`src/source/rename_pkg.sv`:
```
package rename_pkg;

	// ----------------------------------------
	// Datapath and architectural registers
	// ----------------------------------------
	localparam int xlen = 64;
	localparam int arch_w = 5;   // x0..x31

	// ----------------------------------------
	// Renaming
	// ----------------------------------------
	// Each architectural register owns 2**rb physical copies
	localparam int rb = 2;
	localparam int phys_tag_w = arch_w + rb;
	localparam int phys_cnt = 2 ** phys_tag_w;

	// arch of zero is x0, any version
	typedef struct packed {
		logic [arch_w-1:0] arch;
		logic [rb-1:0] version;
	} phys_tag_t;

endpackage

```
`src/source/jal_pkg.sv`:
```
package jal_pkg;

	import rename_pkg::*;

	localparam int jal_dp = 4;   // Issue buffer slots
	localparam int jal_idx_w = $clog2(jal_dp);

	// ----------------------------------------
	// Issue buffer entry
	// ----------------------------------------
	typedef struct packed {
		logic is_jal;
		logic is_jalr;
		logic [xlen-1:0] pc;
		phys_tag_t rd;
		phys_tag_t rs1;
		logic is_rvc;   // 16-bit encoding
	} jal_info_t;

	// Operands latched at issue
	typedef struct packed {
		logic is_jal;
		logic is_jalr;
		phys_tag_t rd;
		logic [xlen-1:0] src1;
		logic [xlen-1:0] pc;
		logic is_rvc;
	} jal_exeparam_t;

	// ----------------------------------------
	// Execute result, doubles as write-back
	// ----------------------------------------
	typedef struct packed {
		phys_tag_t rd;
		logic [xlen-1:0] link;
		logic redirect;   // jalr only
		logic [xlen-1:0] target;
	} jal_result_t;

endpackage

```
`src/source/jal_issue.sv`:
```
module jal_issue import rename_pkg::*, jal_pkg::*; (
	input  logic CLK,
	input  logic rst_n,
	input  logic flush,
	input  logic [jal_dp-1:0] entry_valid,
	input  jal_info_t entries [jal_dp],
	output logic pop,
	output logic [jal_idx_w-1:0] pop_index,
	output phys_tag_t rs1_tags [jal_dp],
	input  logic [xlen-1:0] rs1_data [jal_dp],
	input  logic [jal_dp-1:0] rs1_ready,
	output logic exeparam_valid,
	output jal_exeparam_t exeparam
);

	logic [jal_dp-1:0] clear_raw;
	logic [jal_dp-1:0] rs1_is_x0;

	// ----------------------------------------
	// Operand readiness per slot
	// ----------------------------------------
	always_comb begin
		for (int i = 0; i < jal_dp; i++) begin
			rs1_tags[i] = entries[i].rs1;
			rs1_is_x0[i] = (entries[i].rs1.arch == '0);
			// jal has no source, jalr waits on rs1
			clear_raw[i] = entry_valid[i] & (entries[i].is_jal
				| (entries[i].is_jalr & (rs1_ready[i] | rs1_is_x0[i])));
		end
	end

	// Lowest index wins
	always_comb begin
		pop_index = '0;
		for (int i = jal_dp - 1; i >= 0; i--) begin
			if (clear_raw[i]) begin
				pop_index = i[jal_idx_w-1:0];
			end
		end
	end

	assign pop = (|clear_raw) & ~flush;

	// ----------------------------------------
	// Execute parameter register
	// ----------------------------------------
	always_ff @(posedge CLK) begin
		if (!rst_n) begin
			exeparam_valid <= 1'b0;
		end else begin
			exeparam_valid <= pop;   // Low on flush too
		end
	end

	always_ff @(posedge CLK) begin
		if (pop) begin
			exeparam.is_jal <= entries[pop_index].is_jal;
			exeparam.is_jalr <= entries[pop_index].is_jalr;
			exeparam.rd <= entries[pop_index].rd;
			exeparam.src1 <= rs1_data[pop_index];
			exeparam.pc <= entries[pop_index].pc;
			exeparam.is_rvc <= entries[pop_index].is_rvc;
		end
	end

endmodule

```
`config.mk`:
```
export PLATFORM = sky130hd
export DESIGN_NAME = jal_issue
export DESIGN_NICKNAME = d
export VERILOG_FILES = /design/src/source/rename_pkg.sv /design/src/source/jal_pkg.sv /design/src/source/jal_issue.sv
export SDC_FILE = /design/constraint.sdc
export NUM_CORES = 1
export LEC_CHECK = 0
export BUFFER_PORTS_ARGS = -buffer_cell sky130_fd_sc_hd__buf_2
export CAP_MARGIN = 10
export CORE_AREA = 5 5 294 296
export CTS_CLUSTER_SIZE = 8
export DETAILED_ROUTE_END_ITERATION = 12
export DIE_AREA = 0 0 299 301
export PLACE_DENSITY_LB_ADDON = 0.12
export SLEW_MARGIN = 15
export SYNTH_ARGS = -nofsm -noshare
export SYNTH_HDL_FRONTEND = slang
export SYNTH_SLANG_ARGS = --single-unit
export TNS_END_PERCENT = 50
```
`constraint.sdc`:
```
create_clock -name CLK -period 17.31 [get_ports CLK]
set_input_delay 2.5965 -clock CLK [delete_from_list [all_inputs] [get_ports CLK]]
set_output_delay 2.5965 -clock CLK [all_outputs]
set_load 0.05 [all_outputs]
```
==> impl_summary.txt, run 1 <==
----------------------------------------------------
[Pwr]
  Total leakage power ... around 5.7 nW
  Comb pwr share ... 37.3%
  Switching power of the nets ... 553 uW
  P per Cell Area ... 96.6 mW/mm^2
  Worst IR drop on VDD ... approximately 65 uV
  Pint ... between 800 and 900 uW
  Clk network pwr share ... between 20% and 30%
  Fraction of power spent switching nets ... 40.8%
  Total design power ... 1.35 mW
  Sequential Power Share ... 32.8%

[STA]
  Tcrit/Tclk final ... 43.7%
  Sum Neg Setup Slack ... 0 ps
  Number of setup violations in the final report ... 0
  Time the worst path needs with I/O delays and setup ... 7570 ps
  Max Clk Rate ... about 0.13 GHz
  Pins Over Slew Limit ... 0
  Final Hold Violating Endpoints ... 0
  Headroom to the max-slew limit ... 11.9%
  Unrepaired setup endpoints after global routing ... false
  Transition time of the tightest slew-check pin ... ~1300 ps

[Synthesis]
  Synthesis Warnings ... 0
  Mean Syn Cell Area ... 10.6 um^2
  Post-synthesis cell area ... 0.00894 mm^2
  Number of nets produced by synthesis ... 1435
  Gate count after technology mapping ... approximately 840
  Seq cells post-synth ... about 140
  Netlist cell types ... 37
  Proportion of synthesized chip area in sequential cells ... between 40% and 50%

[Drt]
  Average via count per standard cell ... roughly 3.8
  First drt pass iteration count ... 6
  Drt drc ... 0
  Number of DRC markers in iteration 0 ... 492
  Antenna Violating Nets Remaining ... 0
  Overall routed net length ... 53200 um
  Total via count in the routed design ... 9849
  Routed wire length per instance ... a little over 20 um

[Global routing]
  Total grt overflow ... 0
  Global-route wire length before repair ... ~74000 um
  Maximum number of pins on one net before global-route repair ... ~140
  Antenna violations before repair ... 12
  Aggregate global-route resource usage ... about 11%
  Via count of the first global-routing pass ... 10700

[Floorplan]
  Area of the core ... 0.0833 mm^2
  Overall die area ... 0.0900 mm^2
  Die height ... approximately 300 um
  Starting Density ... a little over a tenth
  Die width ... 299 um
  Site row count ... 106
  IO Count ... 761

[Clocking]
  Clock tree from TritonCTS ... built
  CTS clk-pin slew, worst paths ... 70 ps
  Num CTS Buffers ... 17
  Number of hold buffers added after cts ... 0
  Level count of the clock H-tree ... 4
  Buffer depth of the longest clock path ... 2
  CTS sink cnt ... 139
  Clk root buf ... clkbuf_16
  PostCTS Resize Cnt ... 0
  Post-CTS repair timing setup buffer count ... 0

[Run]
  Max Cap Viol ... 0

[Worst setup path]
  Cell-by-cell trace of the critical path ... buf_2 -> nor4_1 -> a22oi_1 -> and2_1 -> a21oi_4 -> buf_2
  Critical-path cell with the highest stage delay ... nor4_1
  Arrival time of the worst setup path ... a little under 5000 ps
  Path type of the worst setup path ... primary input to output pin
  Startpoint type of the worst setup path ... primary input
  CP dominant cell by count ... buf_2
  Crit-path max FO ... 3
  Crit path capture type ... output pin
  Max incr delay on CP ... 1090 ps
  Launching instance or port of the critical path ... entries[4]
  WP data required ... 14710 ps

[Final layout]
  Nets@finish ... about 2100
  Area delta synth->final ... 56.9%
  Fillcell total ... 9478
  Fraction of final layout cells sized beyond drive strength 1 ... 61.1%

[Placement]
  GPL Wtd Cong ... 0.816
  Buffers added on ports ... 744
  Post-DP HPWL ... ~42000 um

[Hold path]
  Min-delay worst type ... primary input to flip-flop
  Critical hold path startpoint ... rst_n

[Outcome]
  Status ... completed

----------------------------------------------------
-- final timing paths --
| kind | endpoint | slack (ps) | cells past startpoint |
|---|---|---|---|
| hold / removal | exeparam_valid$_SDFF_PN0_ | 2330 | 2 |
| setup / recovery | pop | 9740 | 6 |
-- flip-flops by register name, summed over array words and instances (netlist names) --
signal,flops
exeparam_valid,1
exeparam,138
-- cells in the final DEF, fill, tap and decap left out, types with 3 or more instances in the layout --
master / synthesis / final
buf_4: 41 / 14
bufinv_16: 0 / 3
nand2_1: 3 / 3
buf_2: 16 / 744
inv_6: 0 / 5
diode_2: 0 / 8
and2_1: 4 / 3
clkbuf_16: 0 / 17
a211oi_1: 8 / 8
edfxtp_1: 138 / 138
nor3_1: 137 / 137
a211oi_2: 130 / 130
o22ai_1: 136 / 136
nor2_1: 141 / 141
-- through the flow --
step | worst slack, ps | std cells | hold WS [ps] | utilization (%) | area [um^2]
global placement | 9840 | 2563 | 2800 | 16.1 | 13400
finish | 9740 | 2603 | 2330 | 16.8 | 14000
floorplan | 6890 | 844 | 2720 | - | 8940
detailed placement | 9730 | 2563 | 2810 | 16.1 | 13400
global route | 9650 | 2601 | 2280 | 16.8 | 14000
CTS | 9730 | 2595 | 2270 | 16.8 | 14000
-- power groups by stage --
stage	Combinational [mW]	Clock [mW]	Sequential, mW
6_report	0.506	0.404	0.445
5_1_grt	0.535	0.439	0.450
4_1_cts	0.516	0.426	0.446
3_5_place_dp	0.515	0	0.453
3_3_place_gp	0.520	0	0.452
2_1_floorplan	0.171	0	0.626
-- critical path, delay by kind of cell --
kind | cells | cell delay, ps
compound gates | 2 | 520
buf+inv | 2 | 410
simple gates | 2 | 1440
-- per-layer routing --
metal  share of wire (%)  vias to the layer above  global-route usage, %  wire length [um]
li1                    -                     4650                      -                 -
met1                  37                     4701                   11.9             19500
met2                  54                      428                   20.8             28700
met3                 6.4                       66                   3.00              3380
met4                 3.0                        4                   4.68              1600
met5               0.051                        -                      0                27
-- Yosys cell counts --
master / count / area [um^2]
clkbuf_4: 1 / 7.51
a211o_1: 1 / 8.76
buf_4: 41 / 308
and3b_1: 1 / 8.76
a21o_1: 2 / 15.0
a21oi_1: 2 / 10.0
or3_1: 1 / 6.26
nor2_1: 141 / 529
clkbuf_1: 43 / 161
a31oi_4: 1 / 21.3
a22oi_1: 1 / 7.51
and4bb_2: 1 / 12.5
nor3_1: 137 / 686
buf_6: 19 / 214
a211oi_1: 8 / 60.1
nand3_1: 2 / 10.0
o211a_1: 1 / 10.0
a211oi_2: 130 / 1630
nand4bb_1: 1 / 11.3
o22ai_1: 136 / 851
nand2_1: 3 / 11.3
nor4b_1: 1 / 8.76
a311oi_1: 1 / 8.76
and3_1: 1 / 6.26
o221ai_1: 1 / 8.76
edfxtp_1: 138 / 4140
nand4_1: 1 / 6.26
buf_2: 16 / 80.1
nor2b_1: 1 / 6.26
nor4_1: 1 / 6.26
nor3b_1: 1 / 7.51
a22oi_2: 1 / 12.5
a31oi_1: 1 / 6.26
dfxtp_1: 1 / 20.0
and2_1: 4 / 25.0
a21oi_2: 1 / 8.76
a22o_1: 1 / 8.76
-- layout make-up --
class                   count  area, um^2  area share, %
clock buffers              17         425           3.03
flip-flops and latches    139        4160           29.7
repair buffers            759        3850           27.4
multi-input cells         585        4030           28.7
diodes                      8        20.0          0.143
clock inverters            15         185           1.32
well taps                1080        1350           9.63
-- logic make-up (layout without fill, tap and decap cells) --
group / after synthesis / in the layout / synth area share [%]
AOI/OAI and AO/OA: 288 / 288 / 29.8
buffers and inverters: 120 / 791 / 8.62
DFF: 139 / 139 / 46.6
other: 0 / 8 / 0
and+or+nand+nor: 297 / 297 / 15.0
(Power assumes the default switching activity.)
==> inputs of run 2 (changes only) <==
Settings changed: CORE_AREA 5 5 294 296 to 5 5 297 299, DIE_AREA 0 0 299 301 to 0 0 302 304.
Clock period 17.31 ns to 7.3 ns, I/O delays scaled along.
==> run 2 against run 1 <==
Against the previous run: power increased by 140%; core utilization decreased by 0.22 points; clock power increased by 140%; flip-flop and latch count unchanged; setup slack got worse by 6600 ps; die area increased by 2.0%; design area increased by 0.56%; first-iteration DRC count decreased by 6.7%; sequential share of layout area decreased by 0.17 points; cell count increased by 2.4%; count of clock-buffer cells in the layout increased by 1; sequential power increased by 140%.
==> impl_summary.txt, run 2 (synthesis gave the netlist of run 1 again) <==
----------------------------------------------------
[Worst setup path]
  WP data required ... 6200 ps
  Arrival time of the worst setup path ... 3060 ps
  Cell-by-cell trace of the critical path ... buf_2 -> nor4_1 -> a22oi_1 -> and2_1 -> a21oi_4 -> buf_2
  Max incr delay on CP ... 630 ps
  CP dominant cell by count ... buf_2
  Crit path capture type ... output pin
  Startpoint type of the worst setup path ... primary input
  Critical-path cell with the highest stage delay ... nor4_1
  Path type of the worst setup path ... primary input to output pin
  Crit-path max FO ... 3

[Placement]
  GPL Wtd Cong ... 0.833
  Post-DP HPWL ... between 40000 and 50000 um
  Buffers added on ports ... about 740
  Total placed instance area ... about 0.013 mm^2

[Final layout]
  Fillcell total ... just under 10000
  Share of the core filled with cells ... between 15 and 20%
  Area delta synth->final ... 57.8%
  Top flop regs ... exeparam: 138 flops, exeparam_valid: 1 flops
  Most flop-heavy register ... exeparam
  Most common library cell in the layout ignoring fill and taps ... buf_2
  Largest register FFs ... between 100 and 150
  Fraction of final layout cells sized beyond drive strength 1 ... 61.1%
  Commonest cells after routing, fill and taps aside ... 744 x buf_2, 141 x nor2_1, 138 x edfxtp_1
  Nets@finish ... 2093
  Finished layout cell area ... 0.0141 mm^2

[Drt]
  Number of DRC markers in iteration 0 ... 459
  Total via count in the routed design ... 9859
  Routed wire length per instance ... just over 20 um
  Overall routed net length ... 54400 um
  Average via count per standard cell ... 3.70
  Drt drc ... 0
  First drt pass iteration count ... 5
  Antenna Violating Nets Remaining ... 0

[Clocking]
  Buffer depth of the longest clock path ... 2
  Level count of the clock H-tree ... 4
  Num CTS Buffers ... 17
  Clk root buf ... clkbuf_16
  Post-CTS repair timing setup buffer count ... 0
  CTS clk-pin slew, worst paths ... 70 ps
  Number of hold buffers added after cts ... 0
  PostCTS Resize Cnt ... 0
  CTS sink cnt ... ~140
  Clock tree from TritonCTS ... built

[Global routing]
  Antenna violations before repair ... 11
  Maximum number of pins on one net before global-route repair ... 140
  Aggregate global-route resource usage ... 11.2%
  Total grt overflow ... 0
  Global-route wire length before repair ... 75000 um
  Via count of the first global-routing pass ... 10600

[STA]
  Max Clk Rate ... between 0.2 and 0.25 GHz
  Sum Neg Setup Slack ... 0 ps
  Worst hold margin ... about 800 ps
  Final Hold Violating Endpoints ... 0
  Unrepaired setup endpoints after global routing ... false
  Number of setup violations in the final report ... 0
  Pins Over Slew Limit ... 0
  Tcrit/Tclk final ... 56.9%
  Transition time of the tightest slew-check pin ... 1000 ps
  Time the worst path needs with I/O delays and setup ... 4150 ps
  Headroom to the max-slew limit ... 33.3%

[Floorplan]
  Area of the core ... 0.0849 mm^2
  Site row count ... 107
  IO Count ... 761
  Starting Density ... 10.5%
  Die height ... between 300 and 400 um
  Die width ... roughly 300 um
  Overall die area ... between 0.09 and 0.1 mm^2

[Pwr]
  Worst IR drop on VDD ... around 170 uV
  Total leakage power ... 5.70 nW
  P per Cell Area ... 227 mW/mm^2

[Outcome]
  Status ... completed

[Hold path]
  Min-delay worst type ... primary input to flip-flop

[Run]
  Max Cap Viol ... 0

----------------------------------------------------
-- run 2: cell type report --
| type | instances | area, um^2 | share of cell area (%) |
|---|---|---|---|
| Timing Repair Buffer | 759 | 3860 | 27.4 |
| Clock buffer | 18 | 429 | 3.04 |
| Antenna cell | 7 | 17.5 | 0.124 |
| Tap cell | 1144 | 1430 | 10.1 |
| Sequential cell | 139 | 4160 | 29.5 |
| Clock inverter | 14 | 170 | 1.21 |
| Multi-Input combinational cell | 585 | 4030 | 28.6 |
-- run 2: worst paths after layout --
check / cells past startpoint / start / slack (ps) / end
max: 6 / entries[3] / 3150 / pop
min: 2 / rst_n / 820 / exeparam_valid$_SDFF_PN0_
-- run 2: per-stage QoR --
step	std cells	power, mW	worst slack, ps
2_1_floorplan	844	1.89	1480
5_1_grt	2666	3.37	3040
3_5_place_dp	2627	2.30	3010
4_1_cts	2659	3.29	3000
3_3_place_gp	2627	2.30	3040
6_report	2666	3.20	3150
-- run 2: worst max-delay path: cells and delay by family --
| family | cells | cell delay, ps |
|---|---|---|
| AND/OR/NAND/NOR | 2 | 940 |
| buffers and inverters | 2 | 500 |
| AO/OA/AOI/OAI | 2 | 480 |
-- run 2: routing by layer --
metal	GRT usage [%]	up-vias	part of all wire (%)
met5	0	-	0.037
met4	4.16	2	2.7
met3	2.79	53	6.7
met2	21.5	434	55
met1	11.7	4731	36
li1	-	4639	-
-- run 2: where the power goes --
group / internal [mW] / switching, mW / total (mW) / leakage [nW]
Combinational: 0.332 / 0.865 / 1.20 / 4.07
Sequential: 1.03 / 0.0296 / 1.06 / 1.35
Clock: 0.538 / 0.412 / 0.950 / 0.284
==> inputs of run 3 (changes only) <==
Settings changed: CORE_AREA 5 5 297 299 to 5 5 295 297, DIE_AREA 0 0 302 304 to 0 0 300 302.
Clock period 7.3 ns to 3.6 ns, I/O delays scaled along.
==> run 3 against run 2 <==
Against the previous run: die area is 1.3% lower; design area rose by 2.1%; via count grew 2.0%; flip-flop and latch count did not move; setup slack got worse by 2900 ps; sequential share of layout area fell by 0.60 points.
==> impl_summary.txt, run 3 (synthesis gave the netlist of run 1 again) <==
----------------------------------------------------
[Clocking]
  Num CTS Buffers ... 17
  Clock tree from TritonCTS ... built
  Buffer depth of the longest clock path ... 2
  PostCTS Resize Cnt ... 0
  Post-CTS repair timing setup buffer count ... 0
  Clk root buf ... clkbuf_16
  CTS sink cnt ... about 140
  Level count of the clock H-tree ... 4
  Number of hold buffers added after cts ... 0
  CTS clk-pin slew, worst paths ... 70 ps

[Final layout]
  Nets@finish ... 2105
  Most flop-heavy register ... exeparam
  Area delta synth->final ... 61.1%
  Fillcell total ... about 9600
  Finished layout cell area ... 0.0144 mm^2
  Top flop regs ... exeparam: 138 flops, exeparam_valid: 1 flops
  Fraction of final layout cells sized beyond drive strength 1 ... 61.4%
  Most common library cell in the layout ignoring fill and taps ... buf_2
  Filler-free cell count of the finished design ... between 2000 and 3000
  Commonest cells after routing, fill and taps aside ... 744 x buf_2, 141 x nor2_1, 138 x edfxtp_1
  Largest register FFs ... around 140

[Worst setup path]
  Critical-path cell with the highest stage delay ... nor4_1
  Arrival time of the worst setup path ... 2770 ps
  Startpoint type of the worst setup path ... primary input
  Path type of the worst setup path ... primary input to output pin
  CP dominant cell by count ... buf_2
  WP data required ... slightly above 3000 ps
  Crit-path max FO ... 4
  Max incr delay on CP ... approximately 900 ps
  Cell-by-cell trace of the critical path ... buf_2 -> nor4_1 -> a22oi_1 -> and2_1 -> a21oi_4 -> buf_12 -> buf_2
  Crit path capture type ... output pin

[STA]
  Max Clk Rate ... 0.302 GHz
  Final Hold Violating Endpoints ... 0
  Unrepaired setup endpoints after global routing ... false
  Pins Over Slew Limit ... 0
  Number of setup violations in the final report ... 0
  Headroom to the max-slew limit ... 26.3%
  Time the worst path needs with I/O delays and setup ... 3310 ps
  Transition time of the tightest slew-check pin ... ~1100 ps
  Tcrit/Tclk final ... between 90 and 100%

[Floorplan]
  Starting Density ... 10.6%
  Area of the core ... 0.0843 mm^2
  Overall die area ... 0.0906 mm^2
  Die height ... 302 um
  IO Count ... 761
  Die width ... 300 um
  Site row count ... 107

[Pwr]
  Fraction of power spent switching nets ... 39.1%
  Switching power of the nets ... about 2.7 mW
  Total leakage power ... 5.88 nW
  Worst IR drop on VDD ... 344 uV
  P per Cell Area ... 477 mW/mm^2
  Clk network pwr share ... 32.2%
  Sequential Power Share ... a little under a third
  Pint ... 4.18 mW
  Total design power ... 6.86 mW
  Comb pwr share ... between 30% and 40%

[Run]
  Max Cap Viol ... 0

[Global routing]
  Total grt overflow ... 0
  Via count of the first global-routing pass ... 10900
  Maximum number of pins on one net before global-route repair ... 75
  Antenna violations before repair ... 10
  Aggregate global-route resource usage ... 11.8%
  Global-route wire length before repair ... 77300 um

[Outcome]
  Status ... completed

[Placement]
  Buffers added on ports ... 744
  Total placed instance area ... 0.0137 mm^2
  Post-DP HPWL ... 44700 um
  Number of cells after detailed placement ... 2585
  GPL Wtd Cong ... 0.840

[Drt]
  Antenna Violating Nets Remaining ... 0
  Total via count in the routed design ... 10100
  Routed wire length per instance ... 21.7 um
  Number of DRC markers in iteration 0 ... 448
  First drt pass iteration count ... 5
  Average via count per standard cell ... 3.83
  Overall routed net length ... 56900 um
  Drt drc ... 0

[Hold path]
  Min-delay worst type ... primary input to flip-flop

----------------------------------------------------
==> run 3: path summary, 6_finish.rpt <==
path	startpoint	endpoint	slack [ps]	cells past startpoint
max	entries[4]	pop	290	7
min	rst_n	exeparam_valid$_SDFF_PN0_	270	2
==> run 3: power groups by stage <==
stage / clock network [mW] / registers (mW) / logic [mW]
floorplan: 0 / 3.00 / 0.826
global placement: 0 / 2.19 / 2.56
detailed placement: 0 / 2.19 / 2.54
CTS: 2.33 / 2.16 / 2.55
global route: 2.38 / 2.17 / 2.64
finish: 2.21 / 2.15 / 2.50
==> run 3: layout make-up <==
type                    count  area (um^2)  area share (%)
diodes                      7         17.5           0.122
clock buffers              19          433            3.01
clock inverters            13          262            1.82
multi-input cells         585         4030            28.0
flip-flops and latches    139         4160            28.9
well taps                1090         1360            9.47
repair buffers            771         4130            28.7
==> run 3: routing by layer <==
| layer | global-route usage (%) | share of wire (%) | vias up |
|---|---|---|---|
| met5 | 0 | 0.018 | - |
| met4 | 4.10 | 2.4 | 2 |
| met3 | 3.52 | 7.4 | 49 |
| met2 | 21.6 | 53 | 465 |
| met1 | 12.9 | 37 | 4867 |
| li1 | - | - | 4678 |
==> run 3: metrics by stage <==
step	setup slack, ps	TNS [ps]	hold slack (ps)	utilization [%]
finish	286	0	271	17.1
floorplan	-1080	-142620	662	-
detailed placement	124	0	758	16.2
global route	150	0	244	17.1
CTS	231	0	213	17.0
global placement	116	0	743	16.2
==> run 3: worst max-delay path, delay by kind of cell <==
| kind | cells | cell delay (ps) |
|---|---|---|
| AND/OR/NAND/NOR | 2 | 1220 |
| buffers and inverters | 3 | 540 |
| AO/OA/AOI/OAI | 2 | 450 |
