==> src/source/rename_pkg.sv <==
package rename_pkg;

	// ----------------------------------------
	// Datapath and architectural registers
	// ----------------------------------------
	localparam int xlen = 64;
	localparam int arch_w = 5;   // x0..x31

	// ----------------------------------------
	// Renaming
	// ----------------------------------------
	// Each architectural register owns 2**rb physical copies
	localparam int rb = 2;
	localparam int phys_tag_w = arch_w + rb;
	localparam int phys_cnt = 2 ** phys_tag_w;

	// arch of zero is x0, any version
	typedef struct packed {
		logic [arch_w-1:0] arch;
		logic [rb-1:0] version;
	} phys_tag_t;

endpackage

==> src/source/jal_pkg.sv <==
package jal_pkg;

	import rename_pkg::*;

	localparam int jal_dp = 4;   // Issue buffer slots
	localparam int jal_idx_w = $clog2(jal_dp);

	// ----------------------------------------
	// Issue buffer entry
	// ----------------------------------------
	typedef struct packed {
		logic is_jal;
		logic is_jalr;
		logic [xlen-1:0] pc;
		phys_tag_t rd;
		phys_tag_t rs1;
		logic is_rvc;   // 16-bit encoding
	} jal_info_t;

	// Operands latched at issue
	typedef struct packed {
		logic is_jal;
		logic is_jalr;
		phys_tag_t rd;
		logic [xlen-1:0] src1;
		logic [xlen-1:0] pc;
		logic is_rvc;
	} jal_exeparam_t;

	// ----------------------------------------
	// Execute result, doubles as write-back
	// ----------------------------------------
	typedef struct packed {
		phys_tag_t rd;
		logic [xlen-1:0] link;
		logic redirect;   // jalr only
		logic [xlen-1:0] target;
	} jal_result_t;

endpackage

==> src/source/issue_buffer.sv <==
module issue_buffer import jal_pkg::*; #(
	parameter type payload_t = jal_info_t,
	parameter int depth = jal_dp
) (
	input  logic CLK,
	input  logic rst_n,
	input  logic flush,
	input  logic dispatch_valid,
	input  payload_t dispatch_info,
	output logic credit_return,
	input  logic pop,
	input  logic [$clog2(depth)-1:0] pop_index,
	output logic [depth-1:0] entry_valid,
	output payload_t entries [depth]
);

	typedef logic [$clog2(depth)-1:0] idx_t;
	typedef logic [$clog2(depth+1)-1:0] cnt_t;

	idx_t free_idx;
	cnt_t ret_add;
	cnt_t ret_total;
	cnt_t pend_cnt;   // Credits still owed to dispatch

	// Lowest free slot, sender holds a credit so one exists
	always_comb begin
		free_idx = '0;
		for (int i = depth - 1; i >= 0; i--) begin
			if (!entry_valid[i]) begin
				free_idx = i[$clog2(depth)-1:0];
			end
		end
	end

	// ----------------------------------------
	// Credit return queue
	// ----------------------------------------
	always_comb begin
		ret_add = '0;
		if (flush) begin
			for (int i = 0; i < depth; i++) begin
				ret_add = ret_add + cnt_t'(entry_valid[i]);
			end
			ret_add = ret_add + cnt_t'(dispatch_valid);   // Dropped dispatch
		end else begin
			ret_add = cnt_t'(pop);
		end
	end

	assign ret_total = pend_cnt + ret_add;

	always_ff @(posedge CLK) begin
		if (!rst_n) begin
			pend_cnt <= '0;
			credit_return <= 1'b0;
		end else begin
			credit_return <= (ret_total != '0);
			if (ret_total != '0) begin
				pend_cnt <= ret_total - cnt_t'(1);   // One pulse per cycle
			end else begin
				pend_cnt <= '0;
			end
		end
	end

	// ----------------------------------------
	// Slots
	// ----------------------------------------
	always_ff @(posedge CLK) begin
		if (!rst_n) begin
			entry_valid <= '0;
		end else if (flush) begin
			entry_valid <= '0;
		end else begin
			if (pop) begin
				entry_valid[pop_index] <= 1'b0;
			end
			if (dispatch_valid) begin
				entry_valid[free_idx] <= 1'b1;
			end
		end
	end

	always_ff @(posedge CLK) begin
		if (dispatch_valid && !flush) begin
			entries[free_idx] <= dispatch_info;
		end
	end

endmodule

==> config.mk <==
export PLATFORM = sky130hd
export DESIGN_NAME = issue_buffer
export DESIGN_NICKNAME = d
export VERILOG_FILES = /design/src/source/rename_pkg.sv /design/src/source/jal_pkg.sv /design/src/source/issue_buffer.sv
export SDC_FILE = /design/constraint.sdc
export NUM_CORES = 1
export LEC_CHECK = 0
export BUFFER_PORTS_ARGS = -buffer_cell sky130_fd_sc_hd__buf_2
export CAP_MARGIN = 20
export CORE_AREA = 2 2 163 165
export DETAILED_ROUTE_END_ITERATION = 7
export DIE_AREA = 0 0 165 167
export PLACE_DENSITY = 0.71
export SLEW_MARGIN = 20
export SYNTH_ARGS = -nofsm -noshare
export SYNTH_HDL_FRONTEND = slang
export SYNTH_SLANG_ARGS = --single-unit
==> constraint.sdc <==
create_clock -name CLK -period 10 [get_ports CLK]
set_input_delay 1.5 -clock CLK [delete_from_list [all_inputs] [get_ports CLK]]
set_output_delay 1.5 -clock CLK [all_outputs]
set_load 0.05 [all_outputs]
==> flow_summary.rst, run 1 <==
.. list-table::
   :header-rows: 1

   * - Metric
     - Value
   * - Element type at the critical path end
     - register
   * - Global routing usage summed across all routing layers
     - 15.82%
   * - Capture point of the worst reg-to-reg path
     - pend_cnt[2]
   * - Most common cell type on the critical path
     - sky130_fd_sc_hd__fa_1
   * - Die height
     - 167 um
   * - Routed via count divided by cell count
     - ~4.6
   * - Number of antenna violations at the first check in global routing
     - 2
   * - Maximum number of buffers from clock root to sink
     - 3
   * - Setup violators final
     - 0
   * - Critical path class
     - in2reg
   * - Overall routed net length
     - 22,940 um
   * - Clk_lat worst skew
     - about 0.53 ns
   * - Gp weighted congestion
     - approximately 0.81
   * - Width of the die
     - 165 um
   * - First-pass GRT wire length
     - 32,720 um
   * - Fmax
     - 0.2710 GHz
   * - # resized after CTS
     - 0
   * - Status
     - finished, final reports clean
   * - Tmin final
     - 3.690 ns
   * - Post-CTS Setup Bufs
     - 0
   * - Highest-count cells in the layout ignoring fill and taps
     - 416 x sky130_fd_sc_hd__buf_2, 324 x sky130_fd_sc_hd__edfxtp_1, 31 x sky130_fd_sc_hd__clkbuf_16, 10 x sky130_fd_sc_hd__inv_1
   * - Total negative slack
     - 0 ns
   * - Synthesized cell area
     - 10,260 um^2
   * - DR DRC count
     - 0
   * - DRT Pass-1 Iters
     - 4
   * - Pin count of the biggest net entering global routing
     - between 40 and 50
   * - Register-to-register setup slack
     - 6.96 ns
   * - Worst slew pin tran
     - 0.6811 ns
   * - Launching point of the worst reg2reg path
     - entry_valid[2]
   * - DR top layer
     - met5
   * - Antenna-violating nets left
     - 0
   * - Wirelength per Cell
     - 19.15 um
   * - Number of cells traversed by the worst hold path
     - 2
   * - Largest fanout on the critical path
     - 5
   * - Initial Utilization
     - around 40%
   * - Power density relative to cell area
     - 206.2 nW/um^2
   * - Type of the most critical hold path
     - reg2reg
   * - Worst vdd ir
     - 0.2065 mV
   * - Number of CTS-inserted buffers
     - 31
   * - Most common library cell in the layout ignoring fill and taps
     - sky130_fd_sc_hd__buf_2
   * - Area added between synthesis and finish
     - 34.52%
   * - Setup repair after global routing missed its margin
     - false
   * - CORE AREA
     - 25,760 um^2
   * - Max-capacitance violation count
     - 0
   * - Total gr overflow
     - 0
   * - Share of synthesized area occupied by flip-flops and latches
     - 96.40%
   * - Antenna diodes
     - 0
   * - Die footprint
     - 27,560 um^2
   * - Leakage power
     - between 5 and 6 nW
   * - Largest clock skew in the final design
     - 0.005538 ns
   * - CTS sink count
     - roughly 330
   * - Post-synthesis average cell area
     - 26.51 um^2
   * - Post-cts hold buffer count
     - 0
   * - Data arrival time of the worst path
     - between 4 and 5 ns
   * - Share of the cycle needed by the critical path after routing
     - between 30% and 40%
   * - M1 wire length
     - around 8800 um
   * - Cell-by-cell trace of the critical path
     - buf_2 > inv_1 > fa_1 > fa_1 > a21oi_1 > ha_1 > inv_1 > fa_1 > xor2_1 > xnor2_1 > mux2i_1
   * - Critical hold path startpoint
     - entry_valid[0]
   * - Hold endpoint
     - entry_valid[0]
   * - Post-synthesis instance total
     - 387
   * - Number of synthesized register bits
     - 332
   * - Number of filler instances in the final layout
     - about 2k
   * - Remaining max-slew budget at the tightest pin
     - 54.59%
   * - Half-perimeter wire length after detailed placement
     - 15,860 um
   * - Number of standard cells in the final layout excluding fillers
     - 1,198
   * - Via count
     - 5,519
   * - Ratio of cells with drive above 1 in the final layout
     - 54.00%
   * - Worst hold margin
     - 0.5777 ns
   * - TritonCTS clock tree
     - done
   * - I/O pin count
     - ~420
   * - Worst reg2reg path depth
     - 10
   * - PortBufs
     - 416
   * - CTS clk-pin slew, worst paths
     - around 0.060 ns
   * - Synth warn
     - 0
   * - Met2 Routed Length
     - 11,390 um
   * - Number of nets at the end of the flow
     - 938
   * - Master cell of the clock root buffer
     - sky130_fd_sc_hd__clkbuf_16
   * - DP Cell Count
     - 1,145
   * - Net Count, Synth
     - between 400 and 500
   * - Synth unique cells
     - 23
   * - Critical path data required time
     - ~10 ns
   * - Final Hold Vio Count
     - 0
   * - Met3 routed wirelength
     - 1976 um
   * - Delay of the slowest cell on the worst path
     - 0.57 ns
   * - H-tree Lvls
     - 1
   * - Max-slew violation count
     - 0
   * - Critical path's slowest cell
     - sky130_fd_sc_hd__fa_1
   * - Type of origin of the critical path
     - input port
   * - Number of core rows
     - 59
   * - Via count of the first global-routing pass
     - 5,432
   * - Number of design-rule violations left by the first detailed-router iteration
     - 526
worst max-delay path by stage:
stage	from	depth (start not counted)	slack (ns)	to
floorplan	dispatch_valid	2	0.003	entries[0]
global placement	dispatch_valid	11	5.88	pend_cnt[2]
detailed placement	dispatch_valid	11	5.75	pend_cnt[2]
CTS	dispatch_valid	11	6.33	pend_cnt[2]
global route	dispatch_valid	11	6.16	pend_cnt[2]
finish	dispatch_valid	11	6.31	pend_cnt[2]
cell type report:
type                       instances  area, um^2  share of cell area [%]
clock inverter                    14       160.2                   1.161
multi-input combinational         44       345.3                   2.502
timing repair buffer             424        2142                   15.52
sequential                       332        9889                   71.67
inverter                          10       37.54                  0.2720
clock buffer                      39       805.8                   5.839
tap                              335       419.2                   3.037
power by group:
part	total (mW)	internal [mW]	leakage, nW	switching, mW
Clock	1.12	0.665	0.468	0.451
Sequential	1.56	1.56	3.01	0.00714
Combinational	0.168	0.0422	1.85	0.126
cells in the mapped netlist, drive strengths merged:
master | count | share of area, %
a21oi | 6 | 0.29
ha | 4 | 0.49
inv | 10 | 0.37
and3 | 2 | 0.12
o22ai | 1 | 0.061
o21ai | 2 | 0.098
xnor2 | 1 | 0.085
nor3 | 2 | 0.098
dfxtp | 8 | 1.6
nand3 | 1 | 0.049
buf | 1 | 0.11
nand3b | 1 | 0.073
a211oi | 1 | 0.073
nand2b | 4 | 0.24
nand2 | 6 | 0.29
xor2 | 1 | 0.085
fa | 3 | 0.59
edfxtp | 324 | 95
nor2 | 5 | 0.18
nor4 | 2 | 0.12
mux2i | 1 | 0.098
a21boi | 1 | 0.073
critical path: cells and delay by family:
kind | cells | cell delay (ns)
buf+inv | 3 | 0.24
fa+ha+maj | 4 | 1.52
compound gates | 1 | 0.16
xor+xnor | 2 | 0.50
mux | 1 | 0.23
metrics by stage:
step / worst slack [ns] / utilization [%] / cell area, um^2 / total power [mW]
4_1_cts: 6.331 / 53.56 / 13800 / 2.876
3_5_place_dp: 5.750 / 49.81 / 12830 / 1.761
5_1_grt: 6.157 / 53.56 / 13800 / 2.941
6_report: 6.310 / 53.56 / 13800 / 2.846
2_1_floorplan: 0.002692 / - / 10260 / 1.699
3_3_place_gp: 5.877 / 49.81 / 12830 / 1.754
flip-flops by register name (all words and copies together) (netlist names):
register	flops
entry_valid	4
pend_cnt	3
credit_return	1
entries	324
kinds of logic after synthesis:
kind of cell | after synthesis | share of synthesized area (%)
buf+inv | 11 | 0.4757
compound gates | 11 | 0.5977
fa+ha+maj | 7 | 1.073
mux | 1 | 0.09758
flops | 332 | 96.40
simple gates | 23 | 1.183
xor+xnor | 2 | 0.1708
per-layer routing:
layer  GRT usage [%]  vias up
li1                -     2445
met1           19.47     2719
met2           26.99      294
met3           4.085       57
met4           5.558        4
met5               0        -
(Power assumes the default switching activity.)
==> run 2, diff against run 1 <==
Settings changed: CORE_AREA 2 2 163 165 to 2 2 164 166, DIE_AREA 0 0 165 167 to 0 0 166 168, PLACE_DENSITY 0.71 to 0.67.
Clock period 10 ns to 3.75 ns, I/O delays scaled along.
==> run 2 against run 1 <==
Against the previous run:
- sequential power increased to 2.7 times the previous value
- sequential share of layout area down 0.18 points
- critical path type is now reg2reg
- flip-flop and latch count is the same
- critical path depth shrank 1
- clock skew increased by 0.017 ns
==> flow_summary.rst, run 2 (synthesized netlist as in run 1, its figures left out) <==
.. list-table::
   :header-rows: 1

   * - Metric
     - Value
   * - Share of the cycle needed by the critical path after routing
     - 79.19%
   * - Post-cts hold buffer count
     - 0
   * - Overall routed net length
     - roughly 23,000 um
   * - Number of flip-flops under the largest register name
     - between 300 and 400
   * - Maximum number of buffers from clock root to sink
     - 3
   * - Max-capacitance violation count
     - 0
   * - Capture point of the worst reg-to-reg path
     - pend_cnt[2]
   * - First-pass GRT wire length
     - ~34,000 um
   * - Via count of the first global-routing pass
     - 5,509
   * - Number of filler instances in the final layout
     - 2,134
   * - Worst reg2reg path depth
     - 10
   * - Most common cell type on the critical path
     - sky130_fd_sc_hd__fa_1
   * - Die footprint
     - 27,890 um^2
   * - Ratio of cells with drive above 1 in the final layout
     - a little under three fifths
   * - Worst vdd ir
     - 0.3977 mV
   * - CORE AREA
     - 26,350 um^2
   * - Delay of the slowest cell on the worst path
     - 0.53 ns
   * - Number of cells traversed by the worst hold path
     - 1
   * - Number of design-rule violations left by the first detailed-router iteration
     - roughly 430
   * - Half-perimeter wire length after detailed placement
     - between 15,000 and 20,000 um
   * - Regs by FF count
     - entries (324), entry_valid (4), pend_cnt (3)
   * - H-tree Lvls
     - 1
   * - Area added between synthesis and finish
     - 35.00%
   * - CTS sink count
     - 332
   * - Number of antenna violations at the first check in global routing
     - 2
   * - Post-CTS Setup Bufs
     - 0
   * - Number of nets at the end of the flow
     - 936
   * - Highest-count cells in the layout ignoring fill and taps
     - 416 x sky130_fd_sc_hd__buf_2, 324 x sky130_fd_sc_hd__edfxtp_1, 31 x sky130_fd_sc_hd__clkbuf_16, 10 x sky130_fd_sc_hd__inv_1, 9 x sky130_fd_sc_hd__clkinv_1
   * - Seq. cell area
     - 9901 um^2
   * - Wirelength per Cell
     - 19.36 um
   * - Number of buffer and inverter instances along the worst setup path
     - 2
   * - Via count
     - 5,453
   * - Max-slew violation count
     - 0
   * - Launching point of the worst reg2reg path
     - entry_valid[0]
   * - Final non-filler cell area
     - 13,850 um^2
   * - Type of origin of the critical path
     - register
   * - Initial Utilization
     - 38.93%
   * - Largest clock skew in the final design
     - 0.02248 ns
   * - Area of the multi-input gates
     - 374.1 um^2
   * - I/O pin count
     - 417
   * - Util after Layout
     - 52.56%
   * - Number of core rows
     - 60
   * - Number of CTS-inserted buffers
     - 31
   * - Critical path class
     - reg2reg
   * - Element type at the critical path end
     - register
   * - Cell-by-cell trace of the critical path
     - inv_1 > fa_1 > fa_1 > a21oi_1 > ha_1 > inv_1 > fa_1 > xor2_1 > xnor2_1 > mux2i_1
   * - Final Hold Vio Count
     - 0
   * - Master cell of the clock root buffer
     - sky130_fd_sc_hd__clkbuf_16
   * - Placement Cell Area
     - 12,890 um^2
   * - Status
     - finished, final reports clean
   * - Die height
     - 168 um
   * - Critical path data required time
     - 4.24 ns
   * - # resized after CTS
     - 0
   * - Register-to-register setup slack
     - roughly 0.8 ns
   * - Hold endpoint
     - entries[217]
   * - PortBufs
     - 416
   * - CTS clk-pin slew, worst paths
     - ~0.060 ns
   * - Pin count of the biggest net entering global routing
     - 82
   * - Remaining max-slew budget at the tightest pin
     - 47.54%
   * - Fmax
     - 0.3367 GHz
   * - Type of the most critical hold path
     - in2reg
   * - Tmin final
     - just under 3 ns
   * - Leakage power
     - 5.318 nW
   * - Width of the die
     - 166 um
   * - Power, Total
     - 7.530 mW
   * - Setup violators final
     - 0
   * - Global routing usage summed across all routing layers
     - 15.82%
   * - DRT Pass-1 Iters
     - 4
   * - Clk_lat worst skew
     - 0.56 ns
   * - Largest register by flop count
     - entries
   * - Most common library cell in the layout ignoring fill and taps
     - sky130_fd_sc_hd__buf_2
   * - DR DRC count
     - 0
   * - Total negative slack
     - 0 ns
   * - Critical hold path startpoint
     - dispatch_info[55]
   * - Worst slew pin tran
     - 0.7869 ns
   * - Gp weighted congestion
     - 0.7913
   * - Routed via count divided by cell count
     - 4.522
   * - Total gr overflow
     - 0
   * - Critical path's slowest cell
     - sky130_fd_sc_hd__fa_1
   * - Power density relative to cell area
     - roughly 540 nW/um^2
   * - Setup repair after global routing missed its margin
     - false
   * - Antenna-violating nets left
     - 0
   * - Data arrival time of the worst path
     - approximately 3.5 ns
   * - CP top delay family
     - adder cells
   * - TritonCTS clock tree
     - done
   * - Largest fanout on the critical path
     - 6
## run 2: changes by cell type in the layout (fill, tap and decap cells not counted), moves of 3 or more
cell                         delta
sky130_fd_sc_hd__buf_4          -4
sky130_fd_sc_hd__clkbuf_1       -6
sky130_fd_sc_hd__clkinv_2       +4
sky130_fd_sc_hd__clkinvlp_4     +3
sky130_fd_sc_hd__dfxtp_1        -3
sky130_fd_sc_hd__dfxtp_4        +3
## run 2: cell type report
class | instances | share of cell area (%)
Inverter | 10 | 0.2710
Multi-Input combinational cell | 44 | 2.701
Tap cell | 341 | 3.081
Clock inverter | 23 | 1.247
Timing Repair Buffer | 422 | 15.54
Clock buffer | 33 | 5.655
Sequential cell | 332 | 71.49
Antenna cell | 1 | 0.01807
## run 2: power breakdown
part | switching [mW] | internal (mW) | leakage (nW) | total [mW]
registers | 0.0188 | 4.15 | 3.01 | 4.16
clock network | 1.28 | 1.64 | 0.463 | 2.92
logic | 0.335 | 0.114 | 1.84 | 0.449
total | 1.63 | 5.90 | 5.32 | 7.53
## run 2: through the flow
step	setup WS [ns]	instances	hold slack, ns
finish	0.7804	1206	0.2133
global route	0.6241	1206	0.1874
CTS	0.7705	1205	0.1933
detailed placement	0.4229	1149	0.4969
global placement	0.5212	1149	0.4961
floorplan	-0.07148	387	0.5820
## run 2: how the worst max path moves through the flow
stage | startpoint | endpoint | slack (ns) | depth (start not counted)
2_1_floorplan | flush | entries[162] | -0.07 | 2
3_3_place_gp | dispatch_valid | pend_cnt[2] | 0.52 | 11
3_5_place_dp | dispatch_valid | pend_cnt[2] | 0.42 | 11
4_1_cts | entry_valid[0] | pend_cnt[2] | 0.77 | 10
5_1_grt | entry_valid[0] | pend_cnt[2] | 0.62 | 10
6_report | entry_valid[0] | pend_cnt[2] | 0.78 | 10
## run 2: routing by layer
layer / track usage (%) / vias up / part of all wire (%)
met4: 5.331 / 2 / 2.4
met1: 18.34 / 2674 / 37
met2: 27.80 / 279 / 51
met5: 0 / - / 0.056
met3: 5.195 / 39 / 8.8
li1: - / 2459 / -
==> run 3, diff against run 2 <==
Settings changed: ABC_AREA set to 1, CORE_AREA 2 2 164 166 to 2 2 163 165, DIE_AREA 0 0 166 168 to 0 0 165 167, PLACE_DENSITY 0.67 to 0.71.
Clock period 3.75 ns to 2.5 ns, I/O delays scaled along.
==> run 3 against run 2 <==
Against the previous run:
- the run now ends with negative setup slack left
- non-clock buffer count grew 3
- via count grew 0.59%
- critical path depth grew 1
- largest cell class unchanged
==> flow_summary.rst, run 3 <==
.. list-table::
   :header-rows: 1

   * - Metric
     - Value
   * - H-tree Lvls
     - 2
   * - Gp weighted congestion
     - 0.7983
   * - Clk_lat worst skew
     - ~0.5 ns
   * - Element type at the critical path end
     - register
   * - CORE AREA
     - 25,760 um^2
   * - Largest clock skew in the final design
     - 0.01190 ns
   * - DR top layer
     - met5
   * - Comb power frac
     - 6.7%
   * - DR DRC count
     - 0
   * - Synth unique cells
     - 15
   * - Highest-count cells in the layout ignoring fill and taps
     - 416 x sky130_fd_sc_hd__buf_2, 324 x sky130_fd_sc_hd__edfxtp_1, 34 x sky130_fd_sc_hd__clkbuf_16, 16 x sky130_fd_sc_hd__inv_1, 14 x sky130_fd_sc_hd__nand2_1
   * - Number of nets at the end of the flow
     - 956
   * - DRT Pass-1 Iters
     - 5
   * - Synth top area cells
     - sky130_fd_sc_hd__edfxtp_1 95%, sky130_fd_sc_hd__dfxtp_1 1.6%, sky130_fd_sc_hd__inv_1 0.69%
   * - Clock power share
     - 39.4%
   * - Routed via count divided by cell count
     - approximately 4.5
   * - Met2 Routed Length
     - 12,500 um
   * - Synth warn
     - 0
   * - Initial Utilization
     - roughly 40%
   * - Most common library cell in the layout ignoring fill and taps
     - sky130_fd_sc_hd__buf_2
   * - Power density relative to cell area
     - 828.9 nW/um^2
   * - Post-synthesis simple-gate area fraction
     - ~1.5%
   * - Max-slew violation count
     - 0
   * - Antenna diodes
     - 0
   * - Synthesized cell area
     - 10,280 um^2
   * - Maximum number of buffers from clock root to sink
     - 3
   * - Ratio of cells with drive above 1 in the final layout
     - 55.90%
   * - Die footprint
     - ~28,000 um^2
   * - Violations in the final reports
     - negative setup slack
   * - Number of core rows
     - 59
   * - Sequential Power Share
     - roughly 54%
   * - Adder and majority cell fraction of the synthesized area
     - 1.071%
   * - Leading area contributor after synthesis
     - sky130_fd_sc_hd__edfxtp_1
   * - First-pass GRT wire length
     - approximately 34,000 um
   * - Pin count of the biggest net entering global routing
     - about 80
   * - Multiplexer area fraction after synthesis
     - 0%
   * - Number of antenna violations at the first check in global routing
     - 1
   * - Worst hold margin
     - 0.09398 ns
   * - Net Count, Synth
     - just under 500
   * - Critical path data required time
     - 2.89 ns
   * - Dominant combinational cell family by area after synthesis
     - simple AND/OR/NAND/NOR gates
   * - CTS clk-pin slew, worst paths
     - 0.06 ns
   * - Number of flip-flops under the largest register name
     - about 320
   * - Critical path class
     - reg2reg
   * - Post-cts hold buffer count
     - 0
   * - Global routing usage summed across all routing layers
     - 16.52%
   * - Total negative slack
     - -0.7799 ns
   * - Final worst slack
     - -0.2058 ns
   * - I/O pin count
     - 417
   * - Largest fanout on the critical path
     - 2
   * - Wirelength per Cell
     - ~20 um
   * - Regs by FF count
     - entries (324), entry_valid (4), pend_cnt (3)
   * - Number of synthesized register bits
     - approximately 330
   * - Setup violators final
     - 4
   * - Most numerous cell types in the synthesized netlist
     - 324 x sky130_fd_sc_hd__edfxtp_1, 19 x sky130_fd_sc_hd__inv_1, 14 x sky130_fd_sc_hd__nand2_1, 8 x sky130_fd_sc_hd__dfxtp_1, 7 x sky130_fd_sc_hd__nor2_1
   * - Largest register by flop count
     - entries
   * - Setup repair after global routing missed its margin
     - true
   * - Fraction of post-synthesis cell area in the top cell type by area
     - 94.66%
   * - Max-capacitance violation count
     - 0
   * - CTS sink count
     - 332
   * - Type of the most critical hold path
     - in2reg
   * - TritonCTS clock tree
     - done
   * - PortBufs
     - 416
   * - Half-perimeter wire length after detailed placement
     - between 15,000 and 20,000 um
   * - Number of design-rule violations left by the first detailed-router iteration
     - 512
   * - Fraction of the mapped netlist area in compound gates
     - less than 1%
   * - Antenna-violating nets left
     - 0
   * - Area added between synthesis and finish
     - 36.19%
   * - Post-synthesis instance total
     - 400
   * - Tmin final
     - 2.706 ns
   * - Worst vdd ir
     - 0.5443 mV
   * - Share of synthesized area occupied by flip-flops and latches
     - between 90% and 100%
   * - Status
     - complete, but fails checks
   * - M1 wire length
     - approximately 8700 um
   * - Master cell of the clock root buffer
     - sky130_fd_sc_hd__clkbuf_16
   * - Final Hold Vio Count
     - 0
   * - Fmax
     - 0.3696 GHz
   * - Met3 routed wirelength
     - 1961 um
   * - Cell with the most instances after synthesis
     - sky130_fd_sc_hd__edfxtp_1
   * - Internal power consumption
     - 9.075 mW
   * - Post-synthesis average cell area
     - about 26 um^2
   * - Overall routed net length
     - 23,760 um
   * - Die height
     - 167 um
   * - Number of CTS-inserted buffers
     - 34
   * - Most instantiated flip-flop cell in the synthesis netlist
     - sky130_fd_sc_hd__edfxtp_1
   * - Number of enable flip-flop cells after synthesis
     - 324
   * - Switching share of power
     - 21.79%
   * - Data arrival time of the worst path
     - 3.10 ns
   * - Leakage power
     - between 5 and 6 nW
   * - Post-synth ARST share
     - 0%
   * - Type of origin of the critical path
     - register
   * - Share of the synthesized netlist area taken by xor and xnor gates
     - 0%
   * - Via count
     - between 5k and 6k
   * - Remaining max-slew budget at the tightest pin
     - 64.53%
   * - Worst slew pin tran
     - 0.5321 ns
   * - P_sw
     - ~2.5 mW
   * - Via count of the first global-routing pass
     - 5,485
   * - Share of the cycle needed by the critical path after routing
     - 108.2%
   * - Total gr overflow
     - 0
   * - Width of the die
     - 165 um
==> run 3: cell types whose count changed after synthesis, moves of 2 or more <==
cell                       change
sky130_fd_sc_hd__and3_1        -2
sky130_fd_sc_hd__o21ai_0       +3
sky130_fd_sc_hd__a21oi_1       -2
sky130_fd_sc_hd__nand2_2       +3
sky130_fd_sc_hd__inv_1         +9
sky130_fd_sc_hd__nand3_2       +2
sky130_fd_sc_hd__nor2_1        +2
sky130_fd_sc_hd__nor3_1        -2
sky130_fd_sc_hd__nand2_1       +9
sky130_fd_sc_hd__nand3_1       +3
sky130_fd_sc_hd__nor4_1        -2
sky130_fd_sc_hd__nand2b_1      -4
==> run 3: area by class of cell <==
class                   count  area, um^2
inverters                  19       71.32
well taps                 335       419.2
multi-input cells          49       391.6
fillers                  2020       11770
repair buffers            425        2212
clock inverters            13       106.4
clock buffers              44       898.4
flip-flops and latches    332        9899
==> run 3: logic make-up (layout without fill, tap and decap cells) <==
logic type,Yosys count,in the layout
flip-flops,332,332
AND/OR/NAND/NOR,32,32
buffers and inverters,19,501
AO/OA/AOI/OAI,10,10
adder cells (fa/ha/maj),7,7
==> run 3: path summary, 6_finish.rpt <==
path / from / cells past startpoint / end / slack (ns)
setup reg to reg: entry_valid[0] / 11 / pend_cnt[2] / -0.21
setup / recovery: entry_valid[0] / 11 / pend_cnt[2] / -0.21
hold reg to reg: entry_valid[1] / 2 / entry_valid[1] / 0.54
hold / removal: dispatch_info[66] / 1 / entries[147] / 0.09
==> run 3: worst max-delay path, stage by stage, from the launching register on <==
cell and delay (ns):
sky130_fd_sc_hd__dfxtp_4 0.34, sky130_fd_sc_hd__inv_2 0.04, sky130_fd_sc_hd__fa_1 0.52, sky130_fd_sc_hd__fa_1 0.42, sky130_fd_sc_hd__o21ai_2 0.14, sky130_fd_sc_hd__ha_2 0.20
sky130_fd_sc_hd__inv_2 0.04, sky130_fd_sc_hd__fa_2 0.58, sky130_fd_sc_hd__ha_4 0.15, sky130_fd_sc_hd__nand3_2 0.07, sky130_fd_sc_hd__nand2_1 0.08, sky130_fd_sc_hd__nor2_2 0.03
==> run 3: per-stage QoR <==
| step | power (mW) | instance area, um^2 | cells | worst slack [ns] | utilization [%] |
|---|---|---|---|---|---|
| 6_report | 11.60 | 14000 | 1217 | -0.2058 | 54.33 |
| 5_1_grt | 12.01 | 14000 | 1217 | -0.3015 | 54.33 |
| 4_1_cts | 11.66 | 13960 | 1216 | -0.1893 | 54.17 |
| 3_5_place_dp | 7.085 | 12940 | 1159 | -0.4055 | 50.25 |
| 3_3_place_gp | 7.063 | 12940 | 1159 | -0.2964 | 50.25 |
| 2_1_floorplan | 6.826 | 10320 | 400 | -0.1600 | - |
==> run 3: per-layer routing <==
| metal | up-vias | GRT usage [%] |
|---|---|---|
| met5 | - | 0 |
| met4 | 2 | 5.444 |
| met3 | 46 | 4.807 |
| met2 | 269 | 29.37 |
| met1 | 2676 | 19.00 |
| li1 | 2492 | - |
==> run 3: what timing repair did <==
item                       in CTS  in global routing
setup endpoints to repair       4                  4
setup buffers                   0                  1
resized for setup               2                  8
==> run 3: power by group through the flow <==
stage                     sequential, mW  combinational, mW  clock [mW]
after floorplan                     6.65              0.174           0
after global placement              6.37              0.697           0
after detailed placement            6.37              0.716           0
after CTS                           6.25              0.719        4.69
after global routing                6.26              0.833        4.92
final                               6.25              0.777        4.57
